<file path="src/verilog/arch_pkg.sv">
package arch_pkg;

    localparam int XLEN    = 32;
    localparam int NREGS   = 32;
    localparam int REGNM_W = 5;
    localparam int NICK_W  = 5;

    // architectural register name, x0 is hardwired
    typedef logic [REGNM_W-1:0] regnm_t;

    typedef logic [XLEN-1:0] data_t;

    typedef logic [XLEN-1:0] addr_t;

    // rename tag = rob entry index, room for 32 entries
    typedef logic [NICK_W-1:0] nick_t;

    // coarse instruction class as the rob sees it
    typedef logic [1:0] opclass_t;

    // alu ops and loads both write rd from a result
    localparam opclass_t OPC_ALU    = 2'd0;
    localparam opclass_t OPC_STORE  = 2'd1;
    localparam opclass_t OPC_BRANCH = 2'd2;

endpackage

</file>
<file path="src/verilog/rob_pkg.sv">
package rob_pkg;

    import arch_pkg::*;

    // one instruction entering the rob
    typedef struct packed {
        logic   valid;
        regnm_t rd;
        logic   is_store;
        logic   is_branch;
        logic   pred_taken;
    } issue_t;

    // single-cycle completion from ex or the store/load buffer
    typedef struct packed {
        logic  valid;
        nick_t nick;
        data_t data;
        logic  taken;
        addr_t target;
    } result_t;

    // register file write on retirement
    typedef struct packed {
        logic   valid;
        nick_t  nick;
        regnm_t rd;
        data_t  data;
    } commit_t;

    // rename of rd at allocation
    typedef struct packed {
        logic   valid;
        regnm_t rd;
        nick_t  nick;
    } tag_set_t;

    typedef struct packed {
        logic  valid;
        nick_t nick;
    } store_commit_t;

    typedef struct packed {
        addr_t pc;
    } redirect_t;

endpackage

</file>
<file path="src/verilog/redirect_port.sv">
module redirect_port
    import arch_pkg::*, rob_pkg::*;
(
    input  logic      clk,
    input  logic      reset,
    input  logic      start,
    input  redirect_t redirect,
    output logic      req,
    output addr_t     pc,
    input  logic      ack,
    output logic      busy
);

    typedef enum logic [1:0] {
        st_idle,
        st_raise,
        st_wait_low
    } state_t;

    state_t state;

    always_ff @(posedge clk) begin
        if (reset) begin
            state <= st_idle;
            pc    <= '0;
        end else begin
            case (state)
                st_idle: begin
                    if (start) begin
                        state <= st_raise;
                        pc    <= redirect.pc;
                    end
                end
                // hold req until fetch takes the pc
                st_raise: begin
                    if (ack) begin
                        state <= st_wait_low;
                    end
                end
                st_wait_low: begin
                    if (!ack) begin
                        state <= st_idle;
                    end
                end
                default: begin
                    state <= st_idle;
                end
            endcase
        end
    end

    assign req  = (state == st_raise);
    // start cycle counts as busy so issue stays blocked
    assign busy = start || (state != st_idle);

    a_pc_stable: assert property (@(posedge clk) disable iff (reset)
        req |=> !req || $stable(pc));

endmodule

</file>
<file path="src/verilog/reg_file.sv">
module reg_file
    import arch_pkg::*, rob_pkg::*;
#(
    parameter int ROB_DEPTH = 8
) (
    input  logic     clk,
    input  logic     reset,
    input  tag_set_t tag_set,
    input  commit_t  commit,
    input  logic     flush,
    input  regnm_t   rs1,
    input  regnm_t   rs2,
    output data_t    rs1_data,
    output data_t    rs2_data,
    output logic     rs1_busy,
    output logic     rs2_busy,
    output nick_t    rs1_nick,
    output nick_t    rs2_nick
);

    data_t             regs [NREGS];
    logic [NREGS-1:0]  busy;
    nick_t             tags [NREGS];

    always_ff @(posedge clk) begin
        if (reset) begin
            for (int i = 0; i < NREGS; i++) begin
                regs[i] <= '0;
            end
            busy <= '0;
        end else begin
            if (commit.valid && (commit.rd != '0)) begin
                regs[commit.rd] <= commit.data;
                // only the newest producer releases the register
                if (tags[commit.rd] == commit.nick) begin
                    busy[commit.rd] <= 1'b0;
                end
            end
            if (flush) begin
                busy <= '0;
            end
            // a fresh rename beats a same-edge commit
            if (tag_set.valid && (tag_set.rd != '0)) begin
                busy[tag_set.rd] <= 1'b1;
            end
        end
    end

    always_ff @(posedge clk) begin
        if (tag_set.valid && (tag_set.rd != '0)) begin
            tags[tag_set.rd] <= tag_set.nick;
        end
    end

    // operand lookup, no bypass of the commit in flight
    assign rs1_data = regs[rs1];
    assign rs2_data = regs[rs2];
    assign rs1_busy = busy[rs1];
    assign rs2_busy = busy[rs2];
    assign rs1_nick = tags[rs1];
    assign rs2_nick = tags[rs2];

    // a rename of x0 is the only way x0 could turn busy
    a_x0_idle: assert property (@(posedge clk) disable iff (reset)
        tag_set.valid |-> (tag_set.rd != '0));

    a_tag_range: assert property (@(posedge clk) disable iff (reset)
        tag_set.valid |-> (int'(tag_set.nick) < ROB_DEPTH));

endmodule

</file>
<file path="src/verilog/rob.sv">
module rob
    import arch_pkg::*, rob_pkg::*;
#(
    parameter int ROB_DEPTH = 8
) (
    input  logic          clk,
    input  logic          reset,
    input  issue_t        issue,
    output nick_t         nick,
    output logic          full,
    input  result_t       ex_result,
    input  result_t       slb_result,
    output tag_set_t      tag_set,
    output commit_t       commit,
    output store_commit_t store_commit,
    output logic          flush,
    output logic          redirect_start,
    output redirect_t     redirect,
    input  logic          redirect_busy
);

    localparam int PTR_W = $clog2(ROB_DEPTH);

    logic [PTR_W-1:0] head;
    logic [PTR_W-1:0] tail;
    logic [PTR_W:0]   count;

    // entry fields
    logic [ROB_DEPTH-1:0] done;
    regnm_t               rd_q     [ROB_DEPTH];
    data_t                data_q   [ROB_DEPTH];
    opclass_t             kind_q   [ROB_DEPTH];
    logic                 pred_q   [ROB_DEPTH];
    logic                 actual_q [ROB_DEPTH];
    addr_t                target_q [ROB_DEPTH];

    logic alloc;
    logic retire;
    logic mispredict;
    logic buf_full;

    // entry is live if it sits between head and tail
    function automatic logic occupied(nick_t n);
        logic [PTR_W-1:0] offset;
        offset = n[PTR_W-1:0] - head;
        return (int'(n) < ROB_DEPTH) && ((PTR_W+1)'(offset) < count);
    endfunction

    assign buf_full = (count == (PTR_W+1)'(ROB_DEPTH));

    // stall while the wrong path drains and the redirect is in flight
    assign full  = buf_full || mispredict || redirect_busy;
    assign alloc = issue.valid && !full;
    assign nick  = nick_t'(tail);

    assign tag_set.valid = alloc && !issue.is_store && (issue.rd != '0);
    assign tag_set.rd    = issue.rd;
    assign tag_set.nick  = nick;

    // stores retire without a result
    assign retire = (count != '0) && (done[head] || (kind_q[head] == OPC_STORE));
    assign mispredict = retire && (kind_q[head] == OPC_BRANCH) &&
                        (actual_q[head] != pred_q[head]);

    assign commit.valid = retire && (kind_q[head] != OPC_STORE);
    assign commit.nick  = nick_t'(head);
    assign commit.rd    = rd_q[head];
    assign commit.data  = data_q[head];

    assign store_commit.valid = retire && (kind_q[head] == OPC_STORE);
    assign store_commit.nick  = nick_t'(head);

    assign flush = mispredict;

    always_ff @(posedge clk) begin
        if (reset) begin
            head           <= '0;
            tail           <= '0;
            count          <= '0;
            done           <= '0;
            redirect_start <= 1'b0;
        end else begin
            redirect_start <= mispredict;
            if (mispredict) begin
                // everything younger than the branch is dropped
                head  <= '0;
                tail  <= '0;
                count <= '0;
                done  <= '0;
            end else begin
                if (alloc) begin
                    tail       <= tail + 1'b1;
                    done[tail] <= 1'b0;
                end
                if (retire) begin
                    head <= head + 1'b1;
                end
                count <= count + (PTR_W+1)'(alloc) - (PTR_W+1)'(retire);
                if (ex_result.valid) begin
                    done[ex_result.nick[PTR_W-1:0]] <= 1'b1;
                end
                if (slb_result.valid) begin
                    done[slb_result.nick[PTR_W-1:0]] <= 1'b1;
                end
            end
        end
    end

    always_ff @(posedge clk) begin
        if (alloc) begin
            rd_q[tail]   <= issue.rd;
            pred_q[tail] <= issue.pred_taken;
            if (issue.is_store) begin
                kind_q[tail] <= OPC_STORE;
            end else if (issue.is_branch) begin
                kind_q[tail] <= OPC_BRANCH;
            end else begin
                kind_q[tail] <= OPC_ALU;
            end
        end
        if (ex_result.valid) begin
            data_q[ex_result.nick[PTR_W-1:0]]   <= ex_result.data;
            actual_q[ex_result.nick[PTR_W-1:0]] <= ex_result.taken;
            target_q[ex_result.nick[PTR_W-1:0]] <= ex_result.target;
        end
        if (slb_result.valid) begin
            data_q[slb_result.nick[PTR_W-1:0]]   <= slb_result.data;
            actual_q[slb_result.nick[PTR_W-1:0]] <= slb_result.taken;
            target_q[slb_result.nick[PTR_W-1:0]] <= slb_result.target;
        end
        // corrected pc travels with the start pulse
        if (mispredict) begin
            redirect.pc <= target_q[head];
        end
    end

    a_ex_live: assert property (@(posedge clk) disable iff (reset)
        ex_result.valid |-> occupied(ex_result.nick));

    a_slb_live: assert property (@(posedge clk) disable iff (reset)
        slb_result.valid |-> occupied(slb_result.nick));

    // an accepted issue never overfills the buffer
    a_no_overfill: assert property (@(posedge clk) disable iff (reset)
        alloc |=> (count != '0) && (count <= (PTR_W+1)'(ROB_DEPTH)));

endmodule

</file>
<file path="src/verilog/rob_top.sv">
module rob_top
    import arch_pkg::*, rob_pkg::*;
#(
    parameter int ROB_DEPTH = 8
) (
    input  logic          clk,
    input  logic          reset,
    input  issue_t        issue,
    output nick_t         nick,
    output logic          full,
    input  result_t       ex_result,
    input  result_t       slb_result,
    output store_commit_t store_commit,
    input  regnm_t        rs1,
    input  regnm_t        rs2,
    output data_t         rs1_data,
    output logic          rs1_busy,
    output nick_t         rs1_nick,
    output data_t         rs2_data,
    output logic          rs2_busy,
    output nick_t         rs2_nick,
    output logic          req,
    output addr_t         pc,
    input  logic          ack
);

    tag_set_t  tag_set;
    commit_t   commit;
    logic      flush;
    logic      redirect_start;
    redirect_t redirect;
    logic      redirect_busy;

    rob #(
        .ROB_DEPTH (ROB_DEPTH)
    ) rob_i (
        .clk            (clk),
        .reset          (reset),
        .issue          (issue),
        .nick           (nick),
        .full           (full),
        .ex_result      (ex_result),
        .slb_result     (slb_result),
        .tag_set        (tag_set),
        .commit         (commit),
        .store_commit   (store_commit),
        .flush          (flush),
        .redirect_start (redirect_start),
        .redirect       (redirect),
        .redirect_busy  (redirect_busy)
    );

    reg_file #(
        .ROB_DEPTH (ROB_DEPTH)
    ) reg_file_i (
        .clk      (clk),
        .reset    (reset),
        .tag_set  (tag_set),
        .commit   (commit),
        .flush    (flush),
        .rs1      (rs1),
        .rs2      (rs2),
        .rs1_data (rs1_data),
        .rs2_data (rs2_data),
        .rs1_busy (rs1_busy),
        .rs2_busy (rs2_busy),
        .rs1_nick (rs1_nick),
        .rs2_nick (rs2_nick)
    );

    redirect_port redirect_port_i (
        .clk      (clk),
        .reset    (reset),
        .start    (redirect_start),
        .redirect (redirect),
        .req      (req),
        .pc       (pc),
        .ack      (ack),
        .busy     (redirect_busy)
    );

endmodule
</file>
<file path="config.mk">
export PLATFORM = sky130hd
export DESIGN_NAME = rob_top
export DESIGN_NICKNAME = d
export VERILOG_FILES = /design/src/verilog/arch_pkg.sv /design/src/verilog/rob_pkg.sv /design/src/verilog/redirect_port.sv /design/src/verilog/reg_file.sv /design/src/verilog/rob.sv /design/src/verilog/rob_top.sv
export SDC_FILE = /design/constraint.sdc
export NUM_CORES = 2
export LEC_CHECK = 0
export CAP_MARGIN = 5
export CORE_UTILIZATION = 51
export CTS_BUF_LIST = sky130_fd_sc_hd__clkbuf_16
export DETAILED_ROUTE_END_ITERATION = 12
export DONT_BUFFER_PORTS = 1
export GPL_ROUTABILITY_DRIVEN = 0
export PLACE_DENSITY = 0.71
export SYNTH_ARGS = -nofsm -noshare
export SYNTH_HDL_FRONTEND = slang
export SYNTH_SLANG_ARGS = --single-unit
</file>
<file path="constraint.sdc">
create_clock -name clk -period 15.5 [get_ports clk]
set_input_delay 4.65 -clock clk [delete_from_list [all_inputs] [get_ports clk]]
set_output_delay 4.65 -clock clk [all_outputs]
set_load 0.01 [all_outputs]
</file>
==> metrics.md <==
| Metric | Value |
|---|---|
| Pwr/cell area | 127 nW/um^2 |
| Critical path peak fanout | 288 |
| Final hold violations | 0 |
| Detail Route Antenna Nets | 0 |
| Post-synthesis async set-or-reset flop share | 0 |
| Die ar. | 180000 um^2 |
| Tot GR Track Use | 0.298 |
| Total CTS buffers | 187 |
| Max_cap viols | 0 |
| CP Capture Type | output pin |
| Fmax | 86.3 MHz |
| Hold-fix buffers at CTS | 0 |
| Post-route setup TNS | 0 ns |
| Largest net degree at the start of global routing | 289 |
| Site row count | 154 |
| Area share of the largest cell type after synthesis | 0.575 |
| # DRC | 8 |
| Worst-Margin Slew | 1.26 ns |
| Sequential share of the synthesized area | 0.594 |
| Status | finished with violations |
| Arr. time, crit path | 6.94 ns |
| Max Transition Viols Final | 0 |
| Initial antenna violation count | 1 |
| Yosys top cell by area | edfxtp_1 |
| Top_reg_cell synth | edfxtp_1 |
| Worst Hold Class | reg -> reg |
| Deepest clock path buffer count | 3 |
| Tcrit/Tclk final | 0.748 |
| Post-Place Worst Slack | 4.43 ns |
| TritonCTS clock tree | built |
| Mapped Avg Cell Area | 16.2 um^2 |
| RSZ-0062 raised after global routing | false |
| Fin Clk Skew | 0.0405 ns |
| Core area | 176000 um^2 |
| Peak supply drop | 126 uV |
| Largest cells by area after synthesis | edfxtp_1 (57%), mux4_2 (21%), mux2_2 (7.8%) |
| Drt via density | 6.85 |
| Post-CTS sizing | 0 |
| Vias in the first global route | 55200 |
| Inst Count DP | 7540 |
| Initial core utilization | 0.514 |
| Die X | 424 um |
| Number of flops mapped to enable cells by yosys | 1736 |
| Final setup fails | 0 |
| DP Wirelength | 145000 um |
| Post-CTS Repair Setup Buffers | 0 |
| Failing checks | DRC |
| Final #Nets | 5562 |
| Fraction of layout cells with a size suffix above 1 | 0.354 |
| WL/cell | 33.9 um |
| DRT Pass-1 Iters | 10 |
| Clk_lat worst skew | 0.85 ns |
| Height of the die | 424 um |
| Layout Area Growth over Synthesis | 9.00% |
| Seq cells post-synth | 1824 |
| Worst slew margin | 0.143 |
| Setup WS post-layout | 3.91 ns |
| Syn Inst Count | 5591 |
| Pleak | 33.1 nW |
| Via count | 54000 |
| Post-layout min period | 11.59 ns |
| Detailed Route Iter0 Violations | 6901 |
| Cell Area, Synth | 90700 um^2 |
| Hold_ws | 0.480 ns |
| Clock-pin slew of the registers on the worst-case setup and hold paths | 0.06 ns |
| Core Util, Final | 0.560 |
| CTS sink count | 1824 |
| Yosys warns | 0 |
| Setup CP Type | in -> out |
| PortBufs | 0 |
| Worst EP required | 10.85 ns |
| Crit start category | primary input |
| Io pins | 285 |
| Diode count | 0 |
| Total number of H-tree levels | 4 |
| Synth unique cells | 64 |
| GRT overflow | 0 |
| Global-route wire length before repair | 384000 um |
| Root buf cell | clkbuf_16 |
| Final Instance Count excl. Fillers | 7880 |
| Wirelength, routed | 267000 um |
==> area by class of cell <==
cell class / count / area [um^2]
clock inverters: 151 / 982
clock buffers: 189 / 4730
inverters: 14 / 52.6
repair buffers: 111 / 833
flip-flops and latches: 1824 / 53900
fillers: 13600 / 77600
well taps: 2340 / 2930
multi-input cells: 3251 / 35500
==> state kept, by name, indices dropped and copies added (netlist names), named ones only <==
signal / cells
reg_file_i.busy: 32
rob_i.actual_q: 8
rob_i.done: 8
rob_i.rd_q: 40
rob_i.data_q: 256
rob_i.pred_q: 8
redirect_port_i.state: 2
rob_i.count: 4
rob_i.kind_q: 16
reg_file_i.regs: 1024
rob_i.target_q: 256
reg_file_i.tags: 96
rob_i.head: 3
redirect_port_i.pc: 32
rob_i.tail: 3
rob_i.redirect_start: 1
rob_i.redirect: 32
==> logic make-up after synthesis <==
kind of cell | synth area share
compound gates | 0.0139
xor+xnor | 0.000965
fa+ha+maj | 0.00132
buf+inv | 0.0242
flops | 0.594
mux | 0.300
other cells | 0.0000413
simple gates | 0.0656
==> synthesized netlist by cell type (all sizes together) (5+ instances only) <==
cell    instances
edfxtp       1736
nor2         1067
mux4          862
mux2          630
clkbuf        429
nand2         156
buf           115
dfxtp          88
mux2i          69
a21oi          55
nand3          41
nor3           33
nand2b         32
nand4          27
o21ai          22
a22oi          19
a21o           16
and2           15
inv            14
a211oi         13
a32o           12
nand4b         11
nor2b          11
or2            11
a31oi          10
ha              8
or3             8
o21a            6
o22ai           6
a221oi          5
nor4b           5
xnor2           5
xor2            5
==> stage by stage <==
| stage | area (um^2) | total power, mW |
|---|---|---|
| floorplan | 90900 | 7.69 |
| global placement | 93200 | 8.31 |
| detailed placement | 93200 | 8.36 |
| CTS | 98900 | 12.6 |
| global route | 98900 | 12.9 |
| finish | 98900 | 12.6 |
==> per-layer routing <==
metal  wire, um  global-route usage  vias up
met1      93700               0.378    28100
met4      13300               0.132        2
met5         13                   0        -
met3      29800              0.0741      766
li1           -                   -    21600
met2     130000               0.487     3482
==> critical path, stage by stage <==
cell and delay [ns]:
mux4_2 0.87, mux4_2 0.52, mux2_2 0.36
==> layout by cell type (no fill, tap or decap), types with 26 or more instances in the layout <==
cell type / count
nor2_1: 1065
mux4_2: 862
nand4_1: 27
buf_4: 111
nand3_1: 38
nor3_1: 32
edfxtp_1: 1736
inv_1: 69
mux2_2: 628
nand2_2: 26
clkinv_1: 53
nand2_1: 127
clkbuf_16: 189
conb_1: 43
dfxtp_1: 82
a21oi_1: 55
mux2i_1: 36
mux2i_4: 30
==> power breakdown <==
group / total [mW] / internal [mW] / switching [mW]
registers: 5.80 / 5.66 / 0.140
logic: 2.51 / 0.979 / 1.53
clock network: 4.29 / 2.32 / 1.97
total: 12.6 / 8.95 / 3.64
==> worst paths after layout <==
path / start / endpoint / slack (ns) / cells past startpoint
setup / recovery: rs2[0] / rs2_data[12] / 3.91 / 3
hold / removal: reg_file_i.busy[7] / reg_file_i.busy[7] / 0.48 / 2
setup reg to reg: flop / reg_file_i.regs[17][13] / 10.16 / 8
hold reg to reg: reg_file_i.busy[7] / reg_file_i.busy[7] / 0.48 / 2
Power figures use the tool's default switching activity.
